--- config.mk ---
export PLATFORM = sky130hd
export DESIGN_NAME = apb_host_port
export DESIGN_NICKNAME = d
export VERILOG_FILES = /design/src/cpu_pkg.sv /design/src/apb_host_port.sv
export VERILOG_INCLUDE_DIRS = /design/src
export SDC_FILE = /design/constraint.sdc
export NUM_CORES = 2
export LEC_CHECK = 0
export BUFFER_PORTS_ARGS = -buffer_cell sky130_fd_sc_hd__clkbuf_2
export CAP_MARGIN = 5
export CELL_PAD_IN_SITES_DETAIL_PLACEMENT = 1
export CELL_PAD_IN_SITES_GLOBAL_PLACEMENT = 1
export CORE_ASPECT_RATIO = 0.6
export CORE_MARGIN = 1.5
export CORE_UTILIZATION = 50
export CTS_CLUSTER_DIAMETER = 60
export DETAILED_ROUTE_END_ITERATION = 7
export PLACE_DENSITY = 0.74
export SLEW_MARGIN = 15
export SYNTH_ARGS = -nofsm -noshare
export SYNTH_HDL_FRONTEND = slang
export SYNTH_SLANG_ARGS = --single-unit
--- constraint.sdc ---
create_clock -name clk -period 3.45 [get_ports clk]
set_input_delay 0.1725 -clock clk [delete_from_list [all_inputs] [get_ports clk]]
set_output_delay 0.1725 -clock clk [all_outputs]
set_load 0.01 [all_outputs]
--- src/cpu_config.svh ---
`ifndef CPU_CONFIG_SVH
`define CPU_CONFIG_SVH

// core widths.
`define XLEN 64
`define IMEM_DEPTH 64
`define IMEM_AW 6

// apb address map.
`define APB_AW 12
`define ADDR_AREA_MASK 12'hF00
`define ADDR_IMEM_BASE 12'h000
`define ADDR_CTRL 12'h100
`define ADDR_RETIRED 12'h104
`define ADDR_REG_BASE 12'h200

`endif

--- src/cpu_pkg.sv ---
`include "cpu_config.svh"

package cpu_pkg;

    typedef logic [31:0] u32;
    typedef logic [`XLEN-1:0] word_t;

    typedef enum logic [6:0] {
        OPCODE_OP    = 7'h33,
        OPCODE_OPIMM = 7'h13
    } opcode_t;

    typedef enum logic [2:0] {
        NOP,
        ALU_ADD,
        ALU_SUB,
        ALU_XOR,
        ALU_OR,
        ALU_AND
    } alu_op_t;

    // funct3 shared by register and immediate forms.
    localparam logic [2:0] FUNC3_ADD  = 3'b000;
    localparam logic [2:0] FUNC3_XOR  = 3'b100;
    localparam logic [2:0] FUNC3_OR   = 3'b110;
    localparam logic [2:0] FUNC3_AND  = 3'b111;
    localparam logic [2:0] FUNC3_ADDI = FUNC3_ADD;
    localparam logic [2:0] FUNC3_XORI = FUNC3_XOR;
    localparam logic [2:0] FUNC3_ORI  = FUNC3_OR;
    localparam logic [2:0] FUNC3_ANDI = FUNC3_AND;

    localparam logic [6:0] FUNC7_BASE = 7'h00;
    localparam logic [6:0] FUNC7_SUB  = 7'h20;

    typedef struct packed {
        alu_op_t aluop;
        logic    reg_write;
        logic    alusrc;
    } control_t;

    typedef struct packed {
        logic              valid;
        logic [`IMEM_AW:0] pc;
        u32                instr;
    } fetch_t;

    typedef struct packed {
        logic       valid;
        logic [4:0] rd;
        logic       reg_write;
        word_t      result;
    } ex_t;

    typedef struct packed {
        logic              psel;
        logic              penable;
        logic              pwrite;
        logic [`APB_AW-1:0] paddr;
        u32                pwdata;
    } apb_req_t;

    typedef struct packed {
        u32   prdata;
        logic pready;
        logic pslverr;
    } apb_rsp_t;

endpackage

--- src/apb_host_port.sv ---
`timescale 1ns/1ps
`include "cpu_config.svh"

module apb_host_port
    import cpu_pkg::*;
(
    input  logic                clk,
    input  logic                reset,
    input  apb_req_t            req,
    output apb_rsp_t            rsp,
    output logic                start,
    input  logic                busy,
    input  logic                done,
    input  logic [31:0]         retired,
    input  logic [`IMEM_AW-1:0] imem_addr,
    output u32                  imem_data,
    output logic [4:0]          host_raddr,
    input  word_t               host_rdata
);

    u32   imem [`IMEM_DEPTH];
    logic access;
    logic in_imem;
    logic is_ctrl;
    logic is_retired;
    logic in_regs;
    logic start_q;
    u32   rdata;

    // ##################################################################
    // address decode
    // ##################################################################
    assign access     = req.psel && req.penable;
    assign in_imem    = (req.paddr & `ADDR_AREA_MASK) == `ADDR_IMEM_BASE;
    assign in_regs    = (req.paddr & `ADDR_AREA_MASK) == `ADDR_REG_BASE;
    assign is_ctrl    = req.paddr == `ADDR_CTRL;
    assign is_retired = req.paddr == `ADDR_RETIRED;
    assign host_raddr = req.paddr[7:3];

    // instruction memory, locked while the core runs.
    always_ff @(posedge clk) begin
        if (access && req.pwrite && in_imem && !busy) begin
            imem[req.paddr[`IMEM_AW+1:2]] <= req.pwdata;
        end
    end

    assign imem_data = imem[imem_addr];

    always_ff @(posedge clk) begin
        if (reset) begin
            start_q <= 1'b0;
        end else begin
            start_q <= access && req.pwrite && is_ctrl && req.pwdata[0] && !busy && !start_q;
        end
    end

    assign start = start_q;

    // ##################################################################
    // read mux
    // ##################################################################
    always_comb begin
        rdata = '0;
        if (is_ctrl) begin
            rdata = {30'b0, done, busy};
        end else if (is_retired) begin
            rdata = retired;
        end else if (in_regs) begin
            rdata = req.paddr[2] ? host_rdata[`XLEN-1:32] : host_rdata[31:0];
        end
    end

    assign rsp.prdata  = rdata;
    assign rsp.pready  = access;
    assign rsp.pslverr = access && req.pwrite && in_imem && busy;

endmodule

-- Word-level counts from Yosys, hierarchy flattened
Memory sizes are Yosys's and may differ from the RTL's.
Cells that the tools add are included.
- word-level logic and storage cells: 23
- output and inout port bits: 72
- flip-flop bits (word level): 1
- memories: 1
- memory bits (writable): 2048
- mux-type cells: 6
- equal/unequal tests: 3
- reduce and logical (&&, ||, !) cells: 12
- memories (name ; words ; bits a word ; rd ports ; clocked after memory_dff ; write ports ; RTL line ; RTL):
    imem ; 64 ; 32 ; 1 ; 0 ; 1 ; apb_host_port.sv:21 ; u32 imem [`IMEM_DEPTH];
- operator list (cell ; number):
    $mux W32 ; 4
    $eq A12 B9 Y1 const B ; 2
    $logic_not A12 Y1 ; 1
    $logic_and A1 B1 Y1 ; 9
    $eq A4 B2 Y1 const B ; 1
    $logic_not A1 Y1 ; 2
    $mux W1 ; 2

-- Logic depth before layout (Yosys ltp)
- word-level depth: 6
- depth in mapped cells: 9
- gate-level depth less buffers: 5

-- Worst setup path after synthesis
Ideal clock, no wire load.
- path kind: input-to-reg
- start point: in req[43] (netlist bit)
- end point: mem imem[63][0] (netlist bit), enable pin
- stages on the path: 4
- arrival: 2.811 ns
- library setup time: 0.421 ns
- path buffers: 0
- setup slack: 0.218 ns
- cells stage by stage: or4_1 -> nor4b_2 -> nand3_1 -> nor2_1
- word-level cells in the longest chain between the ends: 5
- RTL lines (item ; RTL line ; RTL):
    start: declaration ; apb_host_port.sv:9 ; input apb_req_t req,
    $logic_not A12 Y1 (no source line) ; - ;
    $logic_and A1 B1 Y1 (2 in series) ; apb_host_port.sv:42 ; if (access && req.pwrite && in_imem && !busy) begin
    $mux W1 ; apb_host_port.sv:42 ;
    $mux W1 ; apb_host_port.sv:43 ; imem[req.paddr[`IMEM_AW+1:2]] <= req.pwdata;
    end: declaration ; apb_host_port.sv:21 ;
No other way between the ends.

-- Worst setup path in the final report
- start point: mem imem[14][4] (netlist bit)
- end point: out imem_data[4]
- word-level cells in the longest chain between the ends: 1
- RTL lines (item ; RTL line ; RTL):
    $mem_v2 Z64 W32 ; - ;
    end: declaration ; apb_host_port.sv:16 ; output u32 imem_data,
No other way between the ends.

==> summary.md <==
| Metric | Value |
|---|---|
| Final cell utilization of the core | 58.1% |
| Antenna Nets Post-Route | 0 |
| Worst slew margin | 20.8% |
| First-pass GRT wire length | 314,000 um |
| Number of global-route vias before repair | 41,000 |
| Placeable core region | 0.156 mm2 |
| Num CTS Buffers | 178 |
| Worst reg2reg setup slack | 1.63 ns |
| Register cell area after layout | 0.0615 mm2 |
| Leading cell type in the layout, fill and taps excluded | sky130_fd_sc_hd__edfxtp_1 |
| CTS tree | built |
| Register bit total from synthesis | 2,049 |
| Worst Hold Margin | 0.0857 ns |
| Max capacitance violation total | 0 |
| Distinct cell type count of the synthesized netlist | 38 |
| Run status | completed |
| Final-report hold violation count | 0 |
| Pin count of the biggest net entering global routing | 67 |
| Category of the critical setup timing path | register to primary output |
| Drc violations | 0 |
| H-tree levels | 4 |
| Number of setup violations in the final report | 0 |
| GRT overflow | 0 |
| Clk root buf | sky130_fd_sc_hd__clkbuf_16 |
| Vias per cell | 6.47 |
| Clock tree skew after final layout | 0 ns |
| Setup TNS | 0 ns |
| Post-layout power | 49,700 uW |
| Count of warnings emitted by yosys | 0 |
| Leakage dissipation | 0.0282 uW |
| Number of standard cells after synthesis | 3,423 |
| Part of the cycle the worst path needs | 94.3% |
| Net count after synthesis | 3,576 |
| Post-detailed-route wirelength per cell | 36.0 um |
| Fraction of layout instances using a drive strength above 1 | 34.6% |
| Maximum frequency from static timing analysis | 307 MHz |
| Synthesis-to-layout area growth | 15.0% |
| Antenna violations before repair | 3 |
| RePlAce Congestion | 0.801 |
| Worst vdd rail ir drop | 0.000582 V |
| Unrepaired setup endpoints after global routing | no |
| Clock transition at the register clock pins on the worst setup and hold paths after CTS | 0.07 ns |
| Total global-route track usage | 28.2% |
| Placed instance area | 0.0848 mm2 |
| Data required, critical path | 3.28 ns |
| Number of core rows | 112 |
| Final Routed Wirelength | 221,000 um |
| Die width | 515 um |
| Number of enable-type register cells in the synthesized netlist | 2,048 |
| Top fanout value on the critical path | 1 |
| Count of final max-slew check failures | 0 |
| DRC violation total after the first TritonRoute iteration | 5,946 |
| Area of all placed cells without fillers | 0.0905 mm2 |
| Power Density | 549 mW/mm2 |
| Die outline height | 310 um |
| Actual transition at the worst max-transition pin | 1.19 ns |
| Multi-input logic area | 0.0166 mm2 |
| Highest-count cells in the layout ignoring fill and taps | sky130_fd_sc_hd__edfxtp_1 (2,048), sky130_fd_sc_hd__mux4_2 (544), sky130_fd_sc_hd__clkbuf_2 (210) |
| Boundary Pins | 225 |
| Source-to-sink clock delay at the later pin of the worst-skew pair | 0.79 ns |
| HP Class | input port to register |
| Seq/Total Area, Yosys | 78.1% |
| Number of sinks on the clock net | 2,049 |
| Data arrival time of the critical path | 3.08 ns |
| Nature of the critical path startpoint | register |
| Port-buffer cells | 224 |
| Capturing element type of the critical path | primary output |
| Average size of a mapped cell | 23.0 um2 |
| Floorplan die area | 0.160 mm2 |
| Detailed-placement wirelength estimate | 131,000 um |
| Initial core utilization | 50.5% |
| Final period demand of the worst path | 3.25 ns |
| Post-Syn Area | 0.0787 mm2 |
| Via count | 39,700 |
| Ys flop type | sky130_fd_sc_hd__edfxtp_1 |
| First-pass detailed-route iteration total | 5 |
| Max Root-Sink Buffers | 3 |
| Fraction of registers with async set or reset after synthesis | 0% |
| Number of inserted filler cells in the final layout | 12,900 |
| Layout Nets | 4,033 |
-- timing repair --
item | in CTS | in global routing
buffers inserted | 0 | 0
resized for setup | 1 | 0
setup endpoints to repair | 1 | 0
hold endpoints to repair | 30 | 249
hold buffers | 6 | 4
-- critical path: stages, from the launching register on --
cell	delay, ns
sky130_fd_sc_hd__edfxtp_1	0.39
sky130_fd_sc_hd__mux4_2	0.48
sky130_fd_sc_hd__mux4_2	0.53
sky130_fd_sc_hd__o22ai_1	0.50
sky130_fd_sc_hd__nor2_1	0.20
sky130_fd_sc_hd__clkbuf_2	0.18
-- layer usage --
layer / vias to the layer above / wire [um] / GRT usage (%)
met5: - / 26 / 0
met2: 2453 / 101000 / 41.9
li1: 15600 / - / -
met4: 4 / 4600 / 6.73
met3: 296 / 24600 / 6.51
met1: 21300 / 91000 / 42.7
-- power by group --
| group | internal (uW) | switching [uW] |
|---|---|---|
| Combinational | 992 | 1590 |
| Sequential | 27400 | 0.684 |
| Clock | 10500 | 9200 |
-- Yosys cell counts, types with 5 or more instances --
master,count,share of area (%)
sky130_fd_sc_hd__nor3_1,12,0.076
sky130_fd_sc_hd__mux2_2,50,0.72
sky130_fd_sc_hd__o221ai_1,33,0.37
sky130_fd_sc_hd__nand2_1,35,0.17
sky130_fd_sc_hd__clkbuf_1,91,0.43
sky130_fd_sc_hd__edfxtp_1,2048,78
sky130_fd_sc_hd__o21ai_0,56,0.36
sky130_fd_sc_hd__buf_4,37,0.35
sky130_fd_sc_hd__o21ai_1,9,0.057
sky130_fd_sc_hd__nand2b_1,7,0.056
sky130_fd_sc_hd__mux4_2,544,16
sky130_fd_sc_hd__a21oi_1,40,0.25
sky130_fd_sc_hd__o221a_2,7,0.10
sky130_fd_sc_hd__nand3b_1,5,0.048
sky130_fd_sc_hd__mux2i_1,38,0.48
sky130_fd_sc_hd__a31oi_1,10,0.079
sky130_fd_sc_hd__buf_6,11,0.16
sky130_fd_sc_hd__nor2_1,126,0.60
sky130_fd_sc_hd__o22ai_1,104,0.83
sky130_fd_sc_hd__buf_1,14,0.067
sky130_fd_sc_hd__nand3_1,35,0.22
sky130_fd_sc_hd__or3b_2,5,0.056
sky130_fd_sc_hd__a22oi_1,30,0.29
sky130_fd_sc_hd__buf_2,52,0.33
-- worst paths after layout --
check,cells past startpoint,end,start
setup reg to reg,5,start$_SDFF_PP0_,start$_SDFF_PP0_
setup / recovery,5,imem_data[4],imem[14][4]$_DFFE_PP_
hold / removal,1,imem[3][30]$_DFFE_PP_,req[30]
hold reg to reg,5,start$_SDFF_PP0_,start$_SDFF_PP0_
-- per-stage QoR --
stage	setup slack (ns)	std cells
CTS	0.119	6130
finish	0.196	6136
global route	0.186	6134
global placement	0.427	5799
floorplan	0.218	3423
detailed placement	0.432	5799
-- flip-flops by register name, summed over array words and instances (netlist names) --
signal and cells:
start 1, imem 2048
-- layout make-up --
cell class	instances	area share (%)
Sequential cell	2049	68.0
Antenna cell	2	0.00553
Clock buffer	219	5.11
Inverter	3	0.0124
Multi-Input combinational cell	1166	18.4
Timing Repair Buffer	482	4.52
Clock inverter	106	1.10
Tap cell	2109	2.91
-- cell families (layout without fill, tap and decap cells) --
| family | Yosys count | after routing | synth area share, % |
|---|---|---|---|
| AO/OA/AOI/OAI | 289 | 289 | 2.33 |
| AND/OR/NAND/NOR | 245 | 245 | 1.41 |
| flip-flops | 2049 | 2049 | 78.1 |
| buffers and inverters | 208 | 810 | 1.36 |
| other | 0 | 2 | 0 |
| multiplexers | 632 | 632 | 16.8 |
Power figures use the tool's default switching activity.
