[src/cpu_config.svh]
`ifndef CPU_CONFIG_SVH
`define CPU_CONFIG_SVH

// core widths.
`define XLEN 64
`define IMEM_DEPTH 64
`define IMEM_AW 6

// apb address map.
`define APB_AW 12
`define ADDR_AREA_MASK 12'hF00
`define ADDR_IMEM_BASE 12'h000
`define ADDR_CTRL 12'h100
`define ADDR_RETIRED 12'h104
`define ADDR_REG_BASE 12'h200

`endif

[src/cpu_pkg.sv]
`include "cpu_config.svh"

package cpu_pkg;

    typedef logic [31:0] u32;
    typedef logic [`XLEN-1:0] word_t;

    typedef enum logic [6:0] {
        OPCODE_OP    = 7'h33,
        OPCODE_OPIMM = 7'h13
    } opcode_t;

    typedef enum logic [2:0] {
        NOP,
        ALU_ADD,
        ALU_SUB,
        ALU_XOR,
        ALU_OR,
        ALU_AND
    } alu_op_t;

    // funct3 shared by register and immediate forms.
    localparam logic [2:0] FUNC3_ADD  = 3'b000;
    localparam logic [2:0] FUNC3_XOR  = 3'b100;
    localparam logic [2:0] FUNC3_OR   = 3'b110;
    localparam logic [2:0] FUNC3_AND  = 3'b111;
    localparam logic [2:0] FUNC3_ADDI = FUNC3_ADD;
    localparam logic [2:0] FUNC3_XORI = FUNC3_XOR;
    localparam logic [2:0] FUNC3_ORI  = FUNC3_OR;
    localparam logic [2:0] FUNC3_ANDI = FUNC3_AND;

    localparam logic [6:0] FUNC7_BASE = 7'h00;
    localparam logic [6:0] FUNC7_SUB  = 7'h20;

    typedef struct packed {
        alu_op_t aluop;
        logic    reg_write;
        logic    alusrc;
    } control_t;

    typedef struct packed {
        logic              valid;
        logic [`IMEM_AW:0] pc;
        u32                instr;
    } fetch_t;

    typedef struct packed {
        logic       valid;
        logic [4:0] rd;
        logic       reg_write;
        word_t      result;
    } ex_t;

    typedef struct packed {
        logic              psel;
        logic              penable;
        logic              pwrite;
        logic [`APB_AW-1:0] paddr;
        u32                pwdata;
    } apb_req_t;

    typedef struct packed {
        u32   prdata;
        logic pready;
        logic pslverr;
    } apb_rsp_t;

endpackage

[src/execute.sv]
`timescale 1ns/1ps

module execute
    import cpu_pkg::*;
(
    input  control_t   ctl,
    input  logic [4:0] rs1,
    input  logic [4:0] rs2,
    input  word_t      rdata1,
    input  word_t      rdata2,
    input  word_t      imm,
    input  ex_t        wb,
    output word_t      result
);

    logic  wb_fwd;
    word_t op_a;
    word_t op_b_reg;
    word_t op_b;

    // ##################################################################
    // forwarding from writeback
    // ##################################################################
    assign wb_fwd   = wb.valid && wb.reg_write && (wb.rd != 5'd0);
    assign op_a     = (wb_fwd && wb.rd == rs1) ? wb.result : rdata1;
    assign op_b_reg = (wb_fwd && wb.rd == rs2) ? wb.result : rdata2;
    assign op_b     = ctl.alusrc ? imm : op_b_reg;

    // ##################################################################
    // alu
    // ##################################################################
    always_comb begin
        case (ctl.aluop)
            ALU_ADD: result = op_a + op_b;
            ALU_SUB: result = op_a - op_b;
            ALU_XOR: result = op_a ^ op_b;
            ALU_OR:  result = op_a | op_b;
            ALU_AND: result = op_a & op_b;
            default: result = '0;
        endcase
    end

endmodule

[config.mk]
export PLATFORM = sky130hd
export DESIGN_NAME = execute
export DESIGN_NICKNAME = d
export VERILOG_FILES = /design/src/cpu_pkg.sv /design/src/execute.sv
export VERILOG_INCLUDE_DIRS = /design/src
export SDC_FILE = /design/constraint.sdc
export NUM_CORES = 1
export LEC_CHECK = 0
export ABC_CLOCK_PERIOD_IN_PS = 7090
export BUFFER_PORTS_ARGS = -buffer_cell sky130_fd_sc_hd__buf_4
export CORE_ASPECT_RATIO = 1.5
export CORE_UTILIZATION = 30
export DETAILED_ROUTE_END_ITERATION = 8
export MAX_ROUTING_LAYER = met4
export SKIP_LAST_GASP = 1
export SLEW_MARGIN = 30
export SYNTH_ARGS = -nofsm -noshare
export SYNTH_HDL_FRONTEND = slang
export SYNTH_SLANG_ARGS = --single-unit
[constraint.sdc]
create_clock -name vclk -period 7.09
set_clock_uncertainty 0.05 [all_clocks]
set_input_delay 0.709 -clock vclk [all_inputs]
set_output_delay 0.709 -clock vclk [all_outputs]
set_load 0.02 [all_outputs]
# --- Yosys cells after proc, flatten, opt, wreduce, memory -nomap -nowiden ---
# Cells that the tools add are included.
classes:
  n_eq_ne: 7
  div_mod_pow: 0
  n_mul: 0
  n_reduce_logical: 5
  bitwise_logic: 3
  add_sub_neg: 2
  mux: 4
  magnitude_cmp: 0
  n_shift: 0
op_table:
  columns: ["operator", "count"]
  rows:
  - ["$pmux 64 s5", 1]
  - ["$mux 64", 3]
  - ["$add 64x64->64", 1]
  - ["$and 64x64->64", 1]
  - ["$or 64x64->64", 1]
  - ["$sub 64x64->64", 1]
  - ["$xor 64x64->64", 1]
  - ["$eq 5x5->1", 2]
  - ["$eq 3x2->1 const B", 2]
  - ["$eq 3x3->1 const B", 2]
  - ["$reduce_bool 5->1", 1]
  - ["$logic_and 1x1->1", 4]
  - ["$eq 3x1->1 const B", 1]
totals:
  out_inout_bits: 64
  regBits: 0
  mem_bits_rw: 0
  mem_bits_ro: 0
  word_cells: 21
  latch_bits: 0
  n_memories: 0
  in_bits: 278

# --- Longest topological paths before layout ---
# Gate-level depths: netlist of the first run.
depth:
  word_depth: 7
  depth_mapped: 30
  ltp_nobuf: 26

# --- Worst setup path after synthesis of the first run ---
# No wires, ideal clock.
synth_timing:
  path_kind: "in2out"
  start: "in wb[68] in the netlist's numbering"
  end: "out result[62]"
  t_required_ps: 6331
  path_slack_ps: -1030
  arrival_ps: 7361
  stages: 28
  cell_sequence: "or4_1 -> o211a_1 -> buf_2 -> nand2_2 -> buf_1 -> buf_1 -> mux2i_1 -> o21a_1 -> ha_1 -> o2111ai_1 -> or2_4 -> nor4_4 -> nand3_2 -> nor4_1 -> a21oi_1 -> xnor2_1 -> ha_1 -> clkbuf_1 -> nand4_1 -> nor2_1 -> nand2_1 -> or4_1 -> o211ai_1 -> a221oi_1 -> o2111ai_1 -> a21oi_1 -> xor2_1 -> o21ai_0"
synth_via:
  elab_chain_len: 7
synth_lines:
  columns: ["item", "line", "source"]
  rows:
  - ["start: declaration", "execute.sv:12", "input ex_t wb,"]
  - ["$reduce_bool 5->1", "execute.sv:24", "assign wb_fwd = wb.valid && wb.reg_write && (wb.rd != 5'd0);"]
  - ["$logic_and 1x1->1", "execute.sv:24", null]
  - ["$logic_and 1x1->1", "execute.sv:26", "assign op_b_reg = (wb_fwd && wb.rd == rs2) ? wb.result : rdata2;"]
  - ["$mux 64", "execute.sv:26", null]
  - ["$mux 64", "execute.sv:27", "assign op_b = ctl.alusrc ? imm : op_b_reg;"]
  - ["$sub 64x64->64 (tied with other cells)", "execute.sv:35", "ALU_SUB: result = op_a - op_b;"]
  - ["$pmux 64 s5 (*)", "execute.sv:33", "case (ctl.aluop)"]
  - ["end: declaration", "execute.sv:13", "output word_t result"]
# Every way passes the cells marked *; elsewhere a longest branch is shown, timed or not.

# --- Final worst setup path of the first run ---
# Same ends and word-level chain as after synthesis.

==> results of run 1 <==
-- cell usage after synthesis (10+ instances only) --
cell type	count	area (um^2)
nand4_1	40	250
a31oi_1	28	175
inv_1	160	601
xor2_1	21	184
clkbuf_1	106	398
o21a_1	17	128
buf_1	14	52.6
o21ai_0	208	1040
o21bai_1	20	150
nand2_1	173	649
nor2b_1	10	62.6
o31ai_1	11	82.6
mux2i_1	92	921
nand3_1	44	220
nor4_1	15	93.8
xnor2_1	108	946
o211ai_1	20	150
nor2_1	109	409
a21o_1	18	135
a22oi_1	50	375
a21oi_1	112	561
and3_1	19	119
ha_1	193	2410
nor3_1	33	165
nand2b_1	11	68.8
-- cell families (layout without fill, tap and decap cells) --
kind of cell,after synthesis,in the layout,synth area share
buf+inv,289,911,0.0953
compound gates,578,578,0.315
mux,95,95,0.0824
xor+xnor,129,129,0.0975
fa+ha+maj,194,194,0.210
simple gates,490,490,0.200
-- where the power goes --
group	total, mW	leakage (nW)	internal (mW)	switching, mW
Clock	0	0	0	0
Sequential	0	0	0	0
Combinational	1.94	8.82	0.924	1.01
Total	1.94	8.82	0.924	1.01
-- critical path, cell delays in order --
cell and delay (ps):
buf_8 100, or4_4 560, o211a_4 310, buf_6 140
buf_4 130, nand3_1 90, a31oi_1 140, buf_4 170
a211o_1 250, or4_4 530, buf_8 160, buf_6 120
nor3_4 150, a21oi_2 100, nor2_1 130, xnor2_1 90
ha_1 350, a211o_1 350, a31oi_4 190, o221a_2 220
o221a_2 190, o211ai_1 150, a221oi_2 400, o2111ai_1 170
a21oi_1 180, xor2_1 210, o21ai_2 80, buf_6 150
-- worst paths after layout --
check	end	cells past startpoint	slack (ps)	from
setup / recovery	result[62]	28	-220	wb[68]
hold / removal	result[34]	4	2000	ctl[4]
-- final cells by class --
type | instances | area (um^2) | share of cell area
Tap cell | 489 | 612 | 0.0334
Timing Repair Buffer | 750 | 5850 | 0.319
Multi-Input combinational cell | 1486 | 11300 | 0.615
Inverter | 161 | 604 | 0.0329
-- per-layer routing --
| layer | wire length (um) | vias to the layer above | share of wire | GRT usage |
|---|---|---|---|---|
| met5 | 0 | - | 0 | - |
| met4 | 3050 | 0 | 0.053 | 0.134 |
| met3 | 1960 | 164 | 0.034 | 0.00752 |
| met2 | 30800 | 530 | 0.54 | 0.552 |
| met1 | 21700 | 7405 | 0.38 | 0.297 |
| li1 | - | 7628 | - | - |
-- per-stage QoR --
step | setup TNS (ps) | setup slack, ps
6_report | -763 | -224
5_1_grt | -3990 | -466
4_1_cts | -1290 | -273
3_5_place_dp | -6680 | -727
3_3_place_gp | -5660 | -656
2_1_floorplan | 0 | 8.46
-- timing repair --
item / in CTS / in global routing
pin swaps: 40 / 72
endpoints found under the setup margin: 24 / 34
buffers inserted: 23 / 23
gates resized for setup: 88 / 105
cloned: 0 / 1
hold buffers: 0 / 0
==> results.md, run 1 <==
* DRC viols at 0
* Rows at 87
* IO Pins at 342
* Global route total overflow at 0
* Detailed Place HPWL at 48200 um
* Worst-path fanout max at 7
* CP Class: in2out
* Seq. cell area at 0 um^2
* Syn_nets at 2247
* Max Fclk at 137 MHz
* Seq cells at 0
* Worst path required time at 6330 ps
* Final Util at 0.486
* Arr. time, crit path at 6550 ps
* Chip height at 243 um
* DRT Pass-1 Iters at 6
* Filler cells at 3855
* Status: finished with violations
* Final Critical Period at 7310 ps
* First-pass GRT wire length at 86700 um
* Relative slew slack at 0.422
* Placer Congestion at 0.984
* Initial core utilization at 0.307
* Die W at 162 um
* Failing checks: negative setup slack
* Synthesized area per cell at 6.53 um^2
* Area grow syn2layout at 58.4%
* Slew @ Worst Pin at 867 ps
* Antenna Cells at 0
* Most frequent cells in the layout: 717 x buf_4, 189 x ha_1, 177 x o21ai_0, 170 x nand2_1, 157 x inv_1
* Clock buf count at 0
* Worst setup EP type: output port
* Lkg Pwr at 8.82 nW
* Antenna Nets Post-Route at 0
* Final instance area at 18300 um^2
* Detailed-route via count at 15727
* Worst Hold Slack at 2000 ps
* Layout cells sized above 1 at 0.372
* GRT Util Overall at 0.288
* RSZ-0062 raised after global routing: true
* Yosys warnings at 0
* Core box area at 37800 um^2
* Largest net degree at the start of global routing at 75
* Sequential share of the synthesized area at 0
* Hold Path Class: in2out
* Final hold vios at 0
* Slew Viols, Final at 0
* Worst setup SP type: input port
* Final setup violating endpoints at 8
* Cells after Synth at 1775
* Peak VDD IR at 0.0000644 V
* Final nets at 2871
* Detailed Route WL at 57500 um
* Synth Cell Area at 11600 um^2
* First DRT Iteration DRCs at 760
* Placed cells at 2845
* Post-route setup slack at -224 ps
* Final cycle utilization of the critical path at 1.03
* Vias per cell at 5.45
* Wire length per cell at 19.9 um
* Placed cell area at 17200 um^2
* Antenna violations before repair at 0
* Commonest non-fill, non-tap cell in the layout: buf_4
* Die area at 39400 um^2
* Pwr Total at 1.94 mW
* PD cells at 106 nW/um^2
* Port Buffers at 341
* Post-synthesis cell type count at 72
* Finished Layout Cells at 2886
* Number of global-route vias before repair at 16196
* Max Cap Violations at 0
Note: power is estimated with default switching activity, not from simulation.
==> run 2: changes to the inputs <==
ABC_AREA = 1   (was unset)
SLEW_MARGIN = 20   (was 30)
==> results.md, run 2 <==
* Rows at 91 (+4.6%)
* PD cells at 94.5 nW/um^2 (-10%)
* Worst setup SP type: input port
* Slew Viols, Final at 0 (unchanged)
* Layout cells sized above 1 at 0.205 (-0.167)
* Pre-CTS setup slack at 242 ps (+970 ps)
* Synth Cell Area at 12600 um^2 (+8.9%)
* Syn_nets at 2857 (+27%)
* Chip height at 253 um (+4.3%)
* Wire length per cell at 19.3 um (-3.0%)
* Max Cap Violations at 0 (unchanged)
* Synthesized area per cell at 5.29 um^2 (-19%)
* Logic pwr share at 1.000 (about the same)
* Detailed-route via count at 16777 (+6.7%)
* Lkg Pwr at 8.78 nW (-0.42%)
* Seq cells at 0 (unchanged)
* Yosys warnings at 0 (unchanged)
* Reg power frac at 0 (unchanged)
* Placed cells at 3276 (+15%)
* Sw frac at 0.626 (+0.104)
* Port Buffers at 341 (unchanged)
* Clock buf count at 0 (unchanged)
* Vias per cell at 5.12 (-6.1%)
* Int Pwr at 572 uW (-38%)
* Seq. cell area at 0 um^2 (unchanged)
* Relative slew slack at 0.384 (-0.0380)
* Commonest non-fill, non-tap cell in the layout: nand2_1
* First DRT Iteration DRCs at 980 (+29%)
* Filler cells at 4649 (+21%)
* Die W at 169 um (+4.3%)
* Detailed Place HPWL at 54600 um (+13%)
* Worst path required time at 6330 ps (about the same)
* Number of global-route vias before repair at 16272 (+0.47%)
* Pwr Total at 1.53 mW (-21%)
* GRT Util Overall at 0.295 (+0.00701)
* Yosys top cell by area: nand2_1
* Hold Path Class: in2out
* Final hold vios at 0 (unchanged)
* Leading cell types by count after synthesis: 669 x nand2_1, 365 x inv_1, 216 x nand3_1, 214 x nor2_1, 193 x ha_1
* Global route total overflow at 0 (unchanged)
* RSZ-0062 raised after global routing: true
* Area contributors post-synth: nand2_1 20%, ha_1 19%, inv_1 11%
* Detailed Route WL at 63400 um (+10%)
* Clock power frac at 0 (unchanged)
* Worst setup EP type: output port
* Post-synthesis cell type count at 43 (-40%)
* IO Pins at 342 (unchanged)
* CP max-delay cell: o21ai_0
* Final cycle utilization of the critical path at 0.948 (-0.0838)
* CP Buf/Inv Count at 5 (-2)
* Final setup violating endpoints at 0 (-8)
* Slew @ Worst Pin at 922 ps (+54.8 ps)
* Initial core utilization at 0.305 (-0.00155)
* Die area at 42900 um^2 (+8.8%)
* Family with the most delay on the worst path: simple AND/OR/NAND/NOR gates
* Number of hold buffers added after cts at 0 (unchanged)
* Antenna Nets Post-Route at 0 (unchanged)
* Largest net degree at the start of global routing at 85 (+13%)
* Synth Area in Compound Gates at 0.188 (-0.127)
* Net Sw Power at 959 uW (-5.3%)
* Final Critical Period at 6720 ps (-594 ps)
* Slowest stage delay, CP at 610 ps (+50 ps)
* Synth top area share at 0.199 (-0.00934)
* Finished Layout Cells at 3279 (+14%)
* Adder-Cell Fraction of Synth Area at 0.193 (-0.0171)
* Most frequent cell after synthesis: nand2_1
* Post-route setup slack at 371 ps (+594 ps)
* Area grow syn2layout at 28.4%
* Post-Synth XOR/XNOR Area at 0.0410 (-0.0566)
* Status: finished clean
* First-pass GRT wire length at 94100 um (+8.5%)
* Sequential share of the synthesized area at 0 (unchanged)
* Core box area at 41300 um^2 (+9.4%)
* Final setup TNS at 0 ps (+763 ps)
* Most frequent cells in the layout: 667 x nand2_1, 407 x buf_4, 365 x inv_1, 214 x nand3_1, 213 x nor2_1
* Crit path top cell by count: nand2_1
* Largest family of logic cells by synthesized area: simple AND/OR/NAND/NOR gates
* Worst-path fanout max at 22 (+15)
* Arr. time, crit path at 5960 ps (-590 ps)
* DRT Pass-1 Iters at 6 (unchanged)
* Antenna violations before repair at 0 (unchanged)
* Cells after Synth at 2385 (+34%)
* Post-synthesis simple-gate area fraction at 0.441 (+0.241)
* Final nets at 3193 (+11%)
* Max Fclk at 149 MHz (+8.8%)
* Final Util at 0.392 (-0.0938)
* CP Class: in2out
* DRC viols at 0 (unchanged)
* Peak VDD IR at 0.0000351 V (-46%)
* Multiplexer share of the synthesized area at 0 (-0.0824)
* Placer Congestion at 0.979 (-0.51%)
## run 2: cell count changes in the layout (fill, tap and decap cells not counted), moves of 95 or more
cell and change:
buf_4 -310, inv_1 +208, nand2_1 +497, nand3_1 +176, nor2_1 +112, or2_2 +95
## run 2: stage by stage
stage | hold slack, ps | instance area (um^2)
finish | 2070 | 16200
global route | 2150 | 16200
CTS | 2070 | 16100
detailed placement | 2060 | 16100
global placement | 2050 | 16100
floorplan | 1810 | 12600
## run 2: tightest hold or removal path, stage by stage
cell	delay, ps
buf_4	100
inv_1	40
nand2_1	50
o21ai_0	100
ha_1	150
a211o_1	120
buf_4	130
## run 2: worst paths after layout
path	startpoint	end	cells past startpoint
max	wb[66]	result[55]	31
min	rdata1[12]	result[12]	7
## run 2: repair_timing
item / CTS / global route
setup buffers: 0 / 1
endpoints found under the setup margin: 0 / 24
resized for setup: 0 / 19
## run 2: routing by layer
metal,GRT usage,vias to the layer above,part of all wire
li1,-,8408,-
met1,0.348,7843,0.42
met2,0.551,462,0.52
met3,0.00953,64,0.039
met4,0.0559,0,0.022
met5,-,-,0
## run 2: cell families after synthesis
kind of cell | after synthesis
and+or+nand+nor | 1280
AOI/OAI and AO/OA | 402
xor gates and xnor gates | 59
adders and majority gates | 194
buffers and inverters | 450
## run 2: power by group through the flow
| stage | registers (mW) | logic [mW] | clock network [mW] |
|---|---|---|---|
| 2_1_floorplan | 0 | 0.864 | 0 |
| 3_3_place_gp | 0 | 1.49 | 0 |
| 3_5_place_dp | 0 | 1.51 | 0 |
| 4_1_cts | 0 | 1.51 | 0 |
| 5_1_grt | 0 | 1.67 | 0 |
| 6_report | 0 | 1.53 | 0.0000000525 |
## run 2: area by class of cell
cell class | instances | area (um^2) | area share
antenna | 2 | 5.00 | 0.000309
timing repair buffer | 411 | 3130 | 0.193
tap | 558 | 698 | 0.0431
inverter | 373 | 1400 | 0.0865
multi-input combinational | 1935 | 11000 | 0.677
