**src/cpu_config.svh**
```systemverilog
`ifndef CPU_CONFIG_SVH
`define CPU_CONFIG_SVH

// core widths.
`define XLEN 64
`define IMEM_DEPTH 64
`define IMEM_AW 6

// apb address map.
`define APB_AW 12
`define ADDR_AREA_MASK 12'hF00
`define ADDR_IMEM_BASE 12'h000
`define ADDR_CTRL 12'h100
`define ADDR_RETIRED 12'h104
`define ADDR_REG_BASE 12'h200

`endif

```
**src/cpu_pkg.sv**
```systemverilog
`include "cpu_config.svh"

package cpu_pkg;

    typedef logic [31:0] u32;
    typedef logic [`XLEN-1:0] word_t;

    typedef enum logic [6:0] {
        OPCODE_OP    = 7'h33,
        OPCODE_OPIMM = 7'h13
    } opcode_t;

    typedef enum logic [2:0] {
        NOP,
        ALU_ADD,
        ALU_SUB,
        ALU_XOR,
        ALU_OR,
        ALU_AND
    } alu_op_t;

    // funct3 shared by register and immediate forms.
    localparam logic [2:0] FUNC3_ADD  = 3'b000;
    localparam logic [2:0] FUNC3_XOR  = 3'b100;
    localparam logic [2:0] FUNC3_OR   = 3'b110;
    localparam logic [2:0] FUNC3_AND  = 3'b111;
    localparam logic [2:0] FUNC3_ADDI = FUNC3_ADD;
    localparam logic [2:0] FUNC3_XORI = FUNC3_XOR;
    localparam logic [2:0] FUNC3_ORI  = FUNC3_OR;
    localparam logic [2:0] FUNC3_ANDI = FUNC3_AND;

    localparam logic [6:0] FUNC7_BASE = 7'h00;
    localparam logic [6:0] FUNC7_SUB  = 7'h20;

    typedef struct packed {
        alu_op_t aluop;
        logic    reg_write;
        logic    alusrc;
    } control_t;

    typedef struct packed {
        logic              valid;
        logic [`IMEM_AW:0] pc;
        u32                instr;
    } fetch_t;

    typedef struct packed {
        logic       valid;
        logic [4:0] rd;
        logic       reg_write;
        word_t      result;
    } ex_t;

    typedef struct packed {
        logic              psel;
        logic              penable;
        logic              pwrite;
        logic [`APB_AW-1:0] paddr;
        u32                pwdata;
    } apb_req_t;

    typedef struct packed {
        u32   prdata;
        logic pready;
        logic pslverr;
    } apb_rsp_t;

endpackage

```
**src/core.sv**
```systemverilog
`timescale 1ns/1ps
`include "cpu_config.svh"

module core
    import cpu_pkg::*;
(
    input  logic                clk,
    input  logic                reset,
    input  logic                start,
    output logic [`IMEM_AW-1:0] imem_addr,
    input  u32                  imem_data,
    input  word_t               imm,
    input  control_t            ctl,
    output u32                  instr,
    input  word_t               result,
    output ex_t                 wb,
    output logic                busy,
    output logic                done,
    output logic [31:0]         retired
);

    logic [`IMEM_AW:0] pc;
    fetch_t            f_q;
    ex_t               wb_q;
    logic              run;
    logic              done_q;
    logic [31:0]       retired_q;
    logic              halt;
    logic              ex_ok;

    assign imem_addr = pc[`IMEM_AW-1:0];

    // a fetch past the last word counts as a zero word.
    assign halt  = f_q.valid && (f_q.pc[`IMEM_AW] || f_q.instr == '0);
    assign ex_ok = f_q.valid && !halt;
    assign instr = ex_ok ? f_q.instr : '0;

    assign wb      = wb_q;
    assign busy    = run;
    assign done    = done_q;
    assign retired = retired_q;

    always_ff @(posedge clk) begin
        if (reset || (start && !run)) begin
            run            <= start && !reset;
            done_q         <= 1'b0;
            pc             <= '0;
            f_q.valid      <= 1'b0;
            wb_q.valid     <= 1'b0;
            wb_q.reg_write <= 1'b0;
            retired_q      <= '0;
        end else begin
            // fetch, squashed once the stop word reaches execute.
            if (run && !halt) begin
                f_q.valid <= 1'b1;
                f_q.pc    <= pc;
                f_q.instr <= imem_data;
                if (!pc[`IMEM_AW]) begin
                    pc <= pc + 1'b1;
                end
            end else begin
                f_q.valid <= 1'b0;
            end
            if (halt) begin
                run    <= 1'b0;
                done_q <= 1'b1;
            end
            wb_q.valid     <= ex_ok;
            wb_q.rd        <= f_q.instr[11:7];
            wb_q.reg_write <= ex_ok && ctl.reg_write;
            wb_q.result    <= result;
            if (wb_q.reg_write) begin
                retired_q <= retired_q + 1'b1;
            end
        end
    end

endmodule

```
**config.mk**
```make
export PLATFORM = sky130hd
export DESIGN_NAME = core
export DESIGN_NICKNAME = d
export VERILOG_FILES = /design/src/cpu_pkg.sv /design/src/core.sv
export VERILOG_INCLUDE_DIRS = /design/src
export SDC_FILE = /design/constraint.sdc
export NUM_CORES = 1
export LEC_CHECK = 0
export BUFFER_PORTS_ARGS = -buffer_cell sky130_fd_sc_hd__buf_2
export CAP_MARGIN = 20
export CORE_MARGIN = 10
export CORE_UTILIZATION = 44
export CTS_CLUSTER_SIZE = 20
export DETAILED_ROUTE_END_ITERATION = 16
export GPL_TIMING_DRIVEN = 0
export HOLD_SLACK_MARGIN = 0.15
export PLACE_DENSITY_LB_ADDON = 0.2
export SYNTH_ARGS = -nofsm -noshare
export SYNTH_HDL_FRONTEND = slang
export SYNTH_SLANG_ARGS = --single-unit
```
**constraint.sdc**
```tcl
create_clock -name clk -period 5.6 [get_ports clk]
set_input_delay 0.84 -clock clk [delete_from_list [all_inputs] [get_ports clk]]
set_output_delay 0.84 -clock clk [all_outputs]
set_load 0.05 [all_outputs]
```
# --- After elaboration in Yosys (flattened, before gate mapping) ---
# Cells that the tools add are included.
# W data, S select, Z words.
word_totals:
  ff_bits: 152
  elab_cells: 36
op_classes:
  n_addsub: 2
  mux: 5
  n_bitwise: 2
  reduce_logical: 15
op_table:
  columns: ["cell", "n"]
  rows:
  - ["$add A32 B1 Y32 const B", 1]
  - ["$logic_not A32 Y1", 1]
  - ["$mux W32", 1]
  - ["$add A7 B1 Y7 const B", 1]
  - ["$mux W7", 1]
  - ["$logic_and A1 B1 Y1", 6]
  - ["$reduce_and A2 Y1", 2]
  - ["$logic_not A1 Y1", 3]
  - ["$mux W1", 3]
  - ["$logic_or A1 B1 Y1", 2]
  - ["$not A1 Y1", 2]
  - ["$reduce_bool A2 Y1", 1]

# --- Logic depth before layout (Yosys ltp) ---
# Gate-level depths: netlist of run 1.
logic_depth:
  word_depth: 6
  ltp_mapped: 8
  depth_no_buf: 6

# --- Least setup slack after synthesis of run 1 ---
# No wires, ideal clock.
synth_path:
  path_type: "reg-to-reg"
  startpoint: "reg run, in the netlist busy"
  endpoint: "reg f_q[0] in the netlist's numbering, enable pin"
  setup_time_ns: 0.393
  arrival_time_ns: 4.399
  required_ns: 5.207
  path_slack_ns: 0.807
  path_stages_with_launch: 8
  n_path_buf: 2
  period_less_slack_ns: 4.793
  path_cell_list: "edfxtp_1 clkbuf_1 inv_1 nand2_1 nand2b_1 inv_1 clkbuf_1 and3_1"
synth_via:
  elab_chain_cells: 5
  elab_cells_between_ends: 6
  classes_between: "bitwise (1); reduce/logical (5)"
synth_rtl:
  columns: ["element", "line_no", "rtl"]
  rows:
  - ["from (decl)", "core.sv:25", "logic run;"]
  - ["from (signal assigned)", "core.sv:45", "run <= start && !reset;"]
  - ["$logic_not A1 Y1", "core.sv:44", "if (reset || (start && !run)) begin"]
  - ["$logic_and A1 B1 Y1", "core.sv:44", null]
  - ["$logic_or A1 B1 Y1", "core.sv:44", null]
  - ["$not A1 Y1 (no line)", null, null]
  - ["$reduce_and A2 Y1 (no line) *", null, null]
  - ["to (decl)", "core.sv:23", "fetch_t f_q;"]
# Mark *: on every way between the ends. The rest lies on a longest branch, timed or not.
# A chain may end at the register's enable or synchronous reset.

# --- Final worst setup path of run 1 ---
layout_path:
  startpoint: "reg f_q[7] in the netlist's numbering"
  endpoint: "out instr[3]"
layout_via:
  elab_chain_cells: 6
layout_rtl:
  columns: ["element", "line_no", "rtl"]
  rows:
  - ["$logic_not A32 Y1", "core.sv:34", "assign halt = f_q.valid && (f_q.pc[`IMEM_AW] || f_q.instr == '0);"]
  - ["$logic_or A1 B1 Y1", "core.sv:34", null]
  - ["$logic_and A1 B1 Y1", "core.sv:34", null]
  - ["$logic_not A1 Y1", "core.sv:35", "assign ex_ok = f_q.valid && !halt;"]
  - ["$logic_and A1 B1 Y1", "core.sv:35", null]
  - ["$mux W32", "core.sv:36", "assign instr = ex_ok ? f_q.instr : '0;"]
  - ["to (decl)", "core.sv:14", "output u32 instr,"]
# Every way passes these cells.

==> impl_metrics.csv, run 1 <==
group,metric,value,unit
drt,drt_pass1_iterations,4,
sta,hold_viol,0,
place,hpwl,11100,µm
logic_synthesis,synthCells,379,
floorplanning,start_util,44.8,%
final_layout,seq_area,3950,µm²
final_layout,fill_cells,999,
drt,drc,0,
clocking,cts_buffers,17,
sta,setup_viol_count_final,0,
floorplanning,rows,40,
power_and_ir_drop,vdd_drop_max,0.191,mV
drt,routedWlPerCell,18.1,µm
sta,setup-tns-final,0,ps
sta,worst_pin_slew,742,ps
floorplanning,fp.dieW,131,µm
sta,max_freq,0.300,GHz
logic_synthesis,yosysSeqAreaShare,73.5,%
drt,drt_wl_total,14500,µm
final_layout,syn2layout_area_growth,37.3,%
clocking,root_buffer,"clkbuf_16",
drt,drtIter0Drc,151,
floorplanning,dieArea,17100,µm²
global_route,grt_max_degree,51,
final_layout,antenna_cells,0,
final_layout,fin_cells,802,
sta,relSlewSlack,50.5,%
setup_path,endpoint_kind,"primary output",
drt,viasPerCell,4.94,
drt,vias,3960,
setup_path,cpMaxStageDelayCell,"edfxtp_1",
clocking,cts_tree,"yes",
sta,fin_crit,3330,ps
clocking,clock-sinks,146,
clocking,post_cts_resized,0,
power_and_ir_drop,power_leakage,0.00328,µW
floorplanning,die_h,131,µm
sta,rsz0062_at_grt,"false",
sta,fin_hold_ws,436,ps
outcome,status,"finished, final reports clean",
place,place_ws,2690,ps
logic_synthesis,synth_nets,549,
logic_synthesis,synth_cell_types,36,
drt,ant_nets,0,
floorplanning,ioPinCount,311,
setup_path,worstSetupStartpointType,"flip-flop",
sta,fin_crit_sh,59.4,%
global_route,grt_pass1_vias,4026,
clocking,insertion_delay,410,ps
global_route,grt.overflow.total,0,
power_and_ir_drop,seq_power_share,48.4,%
setup_path,crit_arrival,2490,ps
setup_path,crit_chain,"nor4_1 -> nand4_1 -> o21a_1 -> clkbuf_1 -> and3_1 -> buf_2",
global_route,grt_pass1_wl,21400,µm
setup_path,path_class,"flip-flop to primary output",
job,cap_viol_max_count,0,
power_and_ir_drop,p_sw_share,24.1,%
global_route,antenna_found_initial,0,
hold_path,hold_path.class,"flip-flop to flip-flop",
power_and_ir_drop,p_switching,607,µW
final_layout,layout-drive-gt1-share,44.0,%
sta,fin_ws,2270,ps
setup_path,crit_path_max_incr_delay,440,ps
place,gp_congestion,0.758,
final_layout,fin_nets,812,
clocking,cts.htree.levels,4,
final_layout,multi_input_area,1300,µm²
setup_path,critical_path.max_fanout,10,
place,portBuffers,242,
setup_path,required,4760,ps
logic_synthesis,yosys_warnings,0,
global_route,track_usage,16.3,%
logic_synthesis,synthesis.area,5380,µm²
sta,drv_slew,0,
floorplanning,coreArea,12000,µm²
clocking,post_cts_buffers,0,
power_and_ir_drop,clock_power_share,41.8,%
clocking,clkTransAtPathRegs,60,ps
clocking,cts_hold_buffers,0,
clocking,clockBufferDepth,2,
power_and_ir_drop,internal_power,1910,µW
power_and_ir_drop,power_density,340,nW/µm²
sta,fin_skew,5.83,ps
power_and_ir_drop,comb_power_share,9.8,%
place,place_inst,770,
logic_synthesis,synth-seq-cells,146,
logic_synthesis,synth_area_per_cell,14.2,µm²
## worst max-delay path, delay by kind of cell (launching register included)
| kind | cells | cell delay (ps) |
|---|---|---|
| compound gates | 1 | 340 |
| buf+inv | 2 | 450 |
| flops | 1 | 440 |
| simple gates | 3 | 840 |
## stage by stage
step / instance area, µm² / util [%] / total power, µW
finish: 7390 / 61.5 / 2510
CTS: 7390 / 61.5 / 2540
detailed placement: 6830 / 56.8 / 1490
global route: 7390 / 61.5 / 2610
global placement: 6780 / 56.4 / 1480
floorplan: 5380 / - / 1400
## power by group through the flow
| stage | sequential [µW] | combinational [µW] | clock [µW] |
|---|---|---|---|
| 2_1_floorplan | 1350 | 56.1 | 0 |
| 3_3_place_gp | 1240 | 240 | 0 |
| 3_5_place_dp | 1240 | 248 | 0 |
| 4_1_cts | 1220 | 249 | 1080 |
| 5_1_grt | 1220 | 260 | 1130 |
| 6_report | 1220 | 246 | 1050 |
## flip-flops by register name, indices dropped and copies added (netlist names)
register  cells
busy          1
done          1
f_q          34
pc            7
retired      32
wb           71
## cell type report
type	instances	area share, %
Buffer	20	1.39
Clock buffer	22	6.42
Clock inverter	10	1.15
Inverter	8	0.407
Multi-Input combinational cell	205	17.6
Sequential cell	146	53.5
Tap cell	147	2.49
Timing Repair Buffer	244	17.0
## final timing paths
kind                            from                end  slack, ps  cells past startpoint
hold reg to reg   pc[6]$_SDFFE_PP0P_  f_q[38]$_DFFE_PP_        440                      0
setup reg to reg    f_q[7]$_DFFE_PP_  f_q[26]$_DFFE_PP_       2760                      6
setup / recovery    f_q[7]$_DFFE_PP_           instr[3]       2270                      6
hold / removal    pc[6]$_SDFFE_PP0P_  f_q[38]$_DFFE_PP_        440                      0
## per-layer routing
layer	vias to the layer above	GRT usage (%)	wire, µm
met1	1832	17.8	5660
met4	0	5.76	195
met5	-	0	0
met3	17	7.70	1700
met2	191	27.2	6970
li1	1920	-	-
## cell families after synthesis
group | Yosys count | share of synthesized area [%]
simple gates | 148 | 15.7
flops | 146 | 73.5
buf+inv | 28 | 2.39
xor+xnor | 27 | 4.39
compound gates | 24 | 2.79
mux | 4 | 0.744
fa+ha+maj | 2 | 0.465
## placed cells by master, fill, tap and decap left out, drive strengths merged, types with 8 or more instances in the layout
cell type	n
a21oi	10
nand2	23
and3	36
buf	253
dfxtp	43
nand4	16
nor2	35
inv	8
clkbuf	33
xor2	20
nand3	11
nor4	11
edfxtp	103
## synth_stat cells, drive strengths merged
library cell / n / area share [%]
nand4: 16 / 2.3
a211oi: 1 / 0.14
nand3: 11 / 1.3
o2111ai: 2 / 0.33
mux2i: 4 / 0.74
o2111a: 1 / 0.21
and4: 2 / 0.33
dfxtp: 43 / 16
a21o: 1 / 0.14
edfxtp: 103 / 57
and2: 2 / 0.23
nor3: 3 / 0.28
nand2b: 4 / 0.46
ha: 2 / 0.46
xor2: 20 / 3.3
nand2: 23 / 1.6
or3: 4 / 0.46
buf: 9 / 1.1
o211ai: 1 / 0.14
clkbuf: 11 / 0.77
o21a: 1 / 0.14
o21ai: 6 / 0.56
nor4: 11 / 2.1
xnor2: 7 / 1.1
inv: 8 / 0.56
a21oi: 10 / 0.93
a2111o: 1 / 0.21
nor2: 35 / 2.4
or2: 1 / 0.12
and3: 36 / 4.2
No activity file was read; power rests on OpenSTA's default activity.
==> run 2, diff against run 1 <==
--- a/config.mk
+++ b/config.mk
@@ -6,10 +6,11 @@
 export SDC_FILE = /design/constraint.sdc
 export NUM_CORES = 1
 export LEC_CHECK = 0
+export ABC_AREA = 1
 export BUFFER_PORTS_ARGS = -buffer_cell sky130_fd_sc_hd__buf_2
 export CAP_MARGIN = 20
 export CORE_MARGIN = 10
-export CORE_UTILIZATION = 44
+export CORE_UTILIZATION = 45
 export CTS_CLUSTER_SIZE = 20
 export DETAILED_ROUTE_END_ITERATION = 16
 export GPL_TIMING_DRIVEN = 0
==> constraint.sdc (replaced) <==
create_clock -name clk -period 3.1 [get_ports clk]
set_input_delay 0.465 -clock clk [delete_from_list [all_inputs] [get_ports clk]]
set_output_delay 0.465 -clock clk [all_outputs]
set_load 0.05 [all_outputs]
==> run 2 against run 1 <==
  * Power up 87%
  * Clock skew about the same
  * Count of clock-buffer cells in the layout shrank 3
  * Sequential share of layout area shrank 3.5 points
  * Synthesized cell count grew 43%
  * Die area up 5.3%
  * Non-clock buffer count down 6
  * Worst setup slack worse by 1900 ps
  * Cell count grew 23%
  * Critical path type is now flip-flop to flip-flop
  * Critical endpoint is now f_q[9]$_DFFE_PP_
  * Largest cell class unchanged
==> impl_metrics.csv, run 2 <==
group,metric,value,unit
logic_synthesis,yosysTopAreaCell,"edfxtp_1",
final_layout,largest_register_ffs,71,
logic_synthesis,synth_commonest_cells,"edfxtp_1, nor2_1, inv_1",
logic_synthesis,yosysSeqAreaShare,67.6,%
clocking,root_buffer,"clkbuf_16",
clocking,post_cts_resized,0,
logic_synthesis,synth_cell_types,33,
clocking,clkTransAtPathRegs,60,ps
setup_path,reg2reg_slack,420,ps
floorplanning,coreArea,12700,µm²
final_layout,antenna_cells,0,
drt,drt_wl_total,15800,µm
logic_synthesis,yosysTopAreaCellShare,52.9,%
power_and_ir_drop,power_density,596,nW/µm²
place,portBuffers,242,
drt,drt_pass1_iterations,4,
global_route,grt.overflow.total,0,
logic_synthesis,synth-seq-cells,146,
global_route,antenna_found_initial,0,
logic_synthesis,async_flop_share,0,%
global_route,grt_max_degree,77,
floorplanning,ioPinCount,311,
floorplanning,fp.dieW,134,µm
logic_synthesis,yosys-top-cells-area,"edfxtp_1, dfxtp_1, nor2_1",
floorplanning,start_util,46.1,%
place,gp_congestion,0.888,
power_and_ir_drop,total_power,4710,µW
power_and_ir_drop,seq_power_share,46.8,%
final_layout,syn2layout_area_growth,35.2,%
global_route,grt_pass1_vias,4602,
sta,rsz0062_at_grt,"false",
sta,setup_viol_count_final,0,
final_layout,layout-drive-gt1-share,39.4,%
drt,ant_nets,0,
sta,worst_pin_slew,923,ps
setup_path,critical_path.max_fanout,33,
sta,setup-tns-final,0,ps
setup_path,path_class,"flip-flop to flip-flop",
logic_synthesis,synth_ff_type,"edfxtp_1",
clocking,cts.htree.levels,4,
logic_synthesis,yosysMostFrequentCell,"edfxtp_1",
sta,hold_viol,0,
floorplanning,die_h,134,µm
global_route,grt_pass1_wl,24200,µm
logic_synthesis,synth_edf_count,103,
drt,drtIter0Drc,259,
power_and_ir_drop,p_sw_share,24.4,%
power_and_ir_drop,clock_power_share,43.3,%
sta,drv_slew,0,
power_and_ir_drop,comb_power_share,9.9,%
setup_path,required,3130,ps
setup_path,worstSetupStartpointType,"flip-flop",
clocking,cts_tree,"yes",
drt,vias,4619,
clocking,post_cts_buffers,0,
hold_path,hold_path.class,"input port to flip-flop",
logic_synthesis,synth_area_per_cell,10.8,µm²
floorplanning,dieArea,18000,µm²
sta,relSlewSlack,38.3,%
global_route,track_usage,17.1,%
final_layout,most-common-layout-cells,"buf_2, edfxtp_1, nor2_1, inv_1, nand2_1",
sta,max_freq,0.373,GHz
sta,fin_crit,2680,ps
floorplanning,rows,41,
clocking,cts_buffers,17,
drt,routedWlPerCell,15.9,µm
logic_synthesis,synthesis.area,5850,µm²
job,cap_viol_max_count,0,
final_layout,final_common_cell,"buf_2",
logic_synthesis,yosys_warnings,0,
place,hpwl,12400,µm
outcome,status,"finished, final reports clean",
final_layout,fin_nets,975,
clocking,clock-sinks,146,
drt,drc,0,
logic_synthesis,synth_nets,713,
logic_synthesis,synthCells,543,
setup_path,endpoint_kind,"flip-flop",
sta,fin_crit_sh,86.4,%
power_and_ir_drop,internal_power,3560,µW
setup_path,crit_arrival,2710,ps
power_and_ir_drop,p_switching,1150,µW
clocking,clockBufferDepth,2,
clocking,cts_hold_buffers,0,
sta,fin_skew,6.05,ps
power_and_ir_drop,power_leakage,0.00360,µW
clocking,insertion_delay,410,ps
drt,viasPerCell,4.67,
power_and_ir_drop,vdd_drop_max,0.360,mV
run 2: metal layers:
metal  global-route usage, %  vias up  wire [µm]
met4                    6.83        0        280
met1                    18.2     2133       5860
met3                    6.50       23       1530
li1                        -     2284          -
met5                       0        -          0
met2                    29.9      179       8100
run 2: final cells by class:
cell class / count / area, µm²
Clock inverter: 13 / 161
Sequential cell: 146 / 3950
Inverter: 96 / 360
Multi-Input combinational cell: 286 / 1440
Buffer: 15 / 98.8
Fill cell: 1099 / 4770
Clock buffer: 19 / 433
Tap cell: 172 / 215
Timing Repair Buffer: 243 / 1240
run 2: per-stage QoR:
step                      worst slack [ps]  cells  instance area, µm²  util (%)  hold WS [ps]
after global routing                   236    990                7910      62.4           206
after detailed placement               248    958                7310      57.7           475
after floorplan                        435    543                5850         -           451
final                                  420    990                7910      62.4           224
after global placement                -139    957                7280      57.4           469
after CTS                              377    990                7910      62.4           210
run 2: worst paths after layout:
check | from | end | depth (start not counted)
worst max-delay path | busy$_SDFFCE_PN0P_ | f_q[9]$_DFFE_PP_ | 5
worst min-delay path | result[26] | wb[26]$_DFFE_PN_ | 1
worst max register to register | busy$_SDFFCE_PN0P_ | f_q[9]$_DFFE_PP_ | 5
worst min register to register | done$_SDFFE_PP0P_ | done$_SDFFE_PP0P_ | 2
run 2: cell families after synthesis:
group / after synthesis / synth area share, %
AOI/OAI and AO/OA: 36 / 3.23
and+or+nand+nor: 241 / 19.9
DFF: 146 / 67.6
xor gates and xnor gates: 7 / 1.05
adders and majority gates: 2 / 0.428
buffers and inverters: 111 / 7.81
run 2: worst max-delay path, cell delays in order, from the launching register on:
cell and delay [ps]:
edfxtp_1 470, nor2_1 100, nor2_2 360, inv_2 210, buf_1 330, nor2_4 800
run 2: power groups by stage:
stage / Clock (µW) / Sequential [µW] / Combinational (µW)
finish: 2040 / 2200 / 467
global route: 2170 / 2210 / 496
CTS: 2080 / 2200 / 475
detailed placement: 0 / 2240 / 474
global placement: 0 / 2240 / 458
floorplan: 0 / 2430 / 124
==> run 3, diff against run 2 <==
--- a/config.mk
+++ b/config.mk
@@ -15,7 +15,7 @@
 export DETAILED_ROUTE_END_ITERATION = 16
 export GPL_TIMING_DRIVEN = 0
 export HOLD_SLACK_MARGIN = 0.15
-export PLACE_DENSITY_LB_ADDON = 0.2
+export PLACE_DENSITY = 0.8
 export SYNTH_ARGS = -nofsm -noshare
 export SYNTH_HDL_FRONTEND = slang
 export SYNTH_SLANG_ARGS = --single-unit
==> run 3 against run 2 <==
  * Power fell by 4.8%
  * Maximum frequency rose by 3.2%
  * Worst setup slack improved by 84 ps
  * Sequential cell count did not move
  * Non-clock buffer count did not move
  * Worst hold slack barely moved
  * Highest routed layer unchanged
  * Largest power group unchanged
  * Count of clock-buffer cells in the layout rose by 4
  * Register-to-register slack improved by 80 ps
==> impl_metrics.csv, run 3 (synthesis gave the netlist of run 2 again) <==
group,metric,value,unit
sta,fin_crit,2600,ps
clocking,cts_buffers,17,
drt,drtIter0Drc,255,
clocking,cts.htree.levels,4,
final_layout,layout-drive-gt1-share,38.5,%
drt,viasPerCell,4.66,
hold_path,hold_path.class,"input port to flip-flop",
floorplanning,fp.dieW,134,µm
place,portBuffers,242,
global_route,grt.overflow.total,0,
sta,worst_pin_slew,888,ps
final_layout,largest_register_ffs,71,
job,cap_viol_max_count,0,
place,place_area,7310,µm²
power_and_ir_drop,vdd_drop_max,0.350,mV
setup_path,required,3140,ps
clocking,post_cts_buffers,0,
final_layout,stdcell_area,7830,µm²
final_layout,fill_cells,1045,
clocking,clkTransAtPathRegs,60,ps
sta,drv_slew,0,
setup_path,endpoint_kind,"flip-flop",
global_route,grt_max_degree,77,
global_route,grt_pass1_vias,4674,
final_layout,multi_input_area,1440,µm²
clocking,insertion_delay,410,ps
setup_path,worstSetupStartpointType,"flip-flop",
setup_path,crit_arrival,2630,ps
drt,drt_wl_total,15600,µm
final_layout,fin_cells,990,
final_layout,final_common_cell,"buf_2",
floorplanning,die_h,134,µm
place,place_inst,958,
setup_path,path_class,"flip-flop to flip-flop",
power_and_ir_drop,power_leakage,0.00357,µW
sta,relSlewSlack,40.7,%
clocking,root_buffer,"clkbuf_16",
drt,drc,0,
floorplanning,start_util,46.1,%
global_route,antenna_found_initial,0,
drt,ant_nets,0,
final_layout,most-common-layout-cells,"buf_2, edfxtp_1, nor2_1, inv_1, nand2_1",
clocking,cts_tree,"yes",
place,gp_congestion,0.872,
global_route,track_usage,17.0,%
floorplanning,dieArea,18000,µm²
sta,max_freq,0.385,GHz
power_and_ir_drop,power_density,573,nW/µm²
sta,rsz0062_at_grt,"false",
drt,vias,4612,
final_layout,seq_area,3950,µm²
clocking,cts_hold_buffers,0,
final_layout,fin_nets,975,
final_layout,syn2layout_area_growth,33.9,%
outcome,status,"finished, final reports clean",
setup_path,critical_path.max_fanout,33,
global_route,grt_pass1_wl,24200,µm
place,hpwl,12300,µm
clocking,clockBufferDepth,2,
sta,fin_crit_sh,83.7,%
drt,drt_pass1_iterations,4,
floorplanning,coreArea,12700,µm²
sta,fin_skew,7.06,ps
sta,hold_viol,0,
clocking,post_cts_resized,0,
sta,setup_viol_count_final,0,
sta,setup-tns-final,0,ps
floorplanning,rows,41,
drt,routedWlPerCell,15.7,µm
clocking,clock-sinks,146,
floorplanning,ioPinCount,311,
final_layout,antenna_cells,0,
[run 3: cell count changes in the layout (fill, tap and decap cells not counted)]
cell / delta
clkbuf_1: +4
clkinv_1: +3
clkinvlp_4: -3
bufinv_16: -2
clkinv_4: -2
clkinv_2: +1
inv_6: -1
[run 3: cell type report]
type,count,share of cell area [%]
multi-input cells,286,18.4
clock buffers,23,5.72
repair buffers,243,15.8
clock inverters,9,0.879
flip-flops and latches,146,50.5
well taps,172,2.75
inverters,96,4.60
plain buffers,15,1.26
[run 3: final timing paths]
kind	slack (ps)	cells after the start	to	start
setup / recovery	500	5	f_q[9]$_DFFE_PP_	busy$_SDFFCE_PN0P_
hold reg to reg	450	2	done$_SDFFE_PP0P_	done$_SDFFE_PP0P_
setup reg to reg	500	5	f_q[9]$_DFFE_PP_	busy$_SDFFCE_PN0P_
hold / removal	220	1	wb[4]$_DFFE_PN_	result[4]
[run 3: per-stage QoR]
stage | worst slack (ps) | hold WS, ps | power, µW | util [%]
2_1_floorplan | 435 | 451 | 2550 | -
3_3_place_gp | -153 | 438 | 2700 | 57.4
3_5_place_dp | 261 | 444 | 2720 | 57.7
4_1_cts | 390 | 209 | 4520 | 61.8
5_1_grt | 271 | 205 | 4650 | 61.8
6_report | 504 | 224 | 4480 | 61.8
[run 3: routing by layer]
layer / up-vias / routed length [µm] / GRT usage [%]
li1: 2285 / - / -
met1: 2119 / 5750 / 17.6
met2: 182 / 8080 / 30.1
met3: 26 / 1420 / 6.76
met4: 0 / 344 / 6.83
met5: - / 0 / 0
[run 3: power by group]
part | internal [µW] | total (µW) | leakage [µW] | switching [µW]
Clock | 1090 | 1810 | 0.000251 | 724
Combinational | 116 | 468 | 0.00200 | 352
Sequential | 2180 | 2200 | 0.00132 | 25.4
Total | 3380 | 4480 | 0.00357 | 1100
[run 3: worst max-delay path, cell delays in order (launching register included)]
cell	delay (ps)
edfxtp_1	470
nor2_1	90
nor2_2	330
inv_2	200
buf_1	330
nor2_4	780
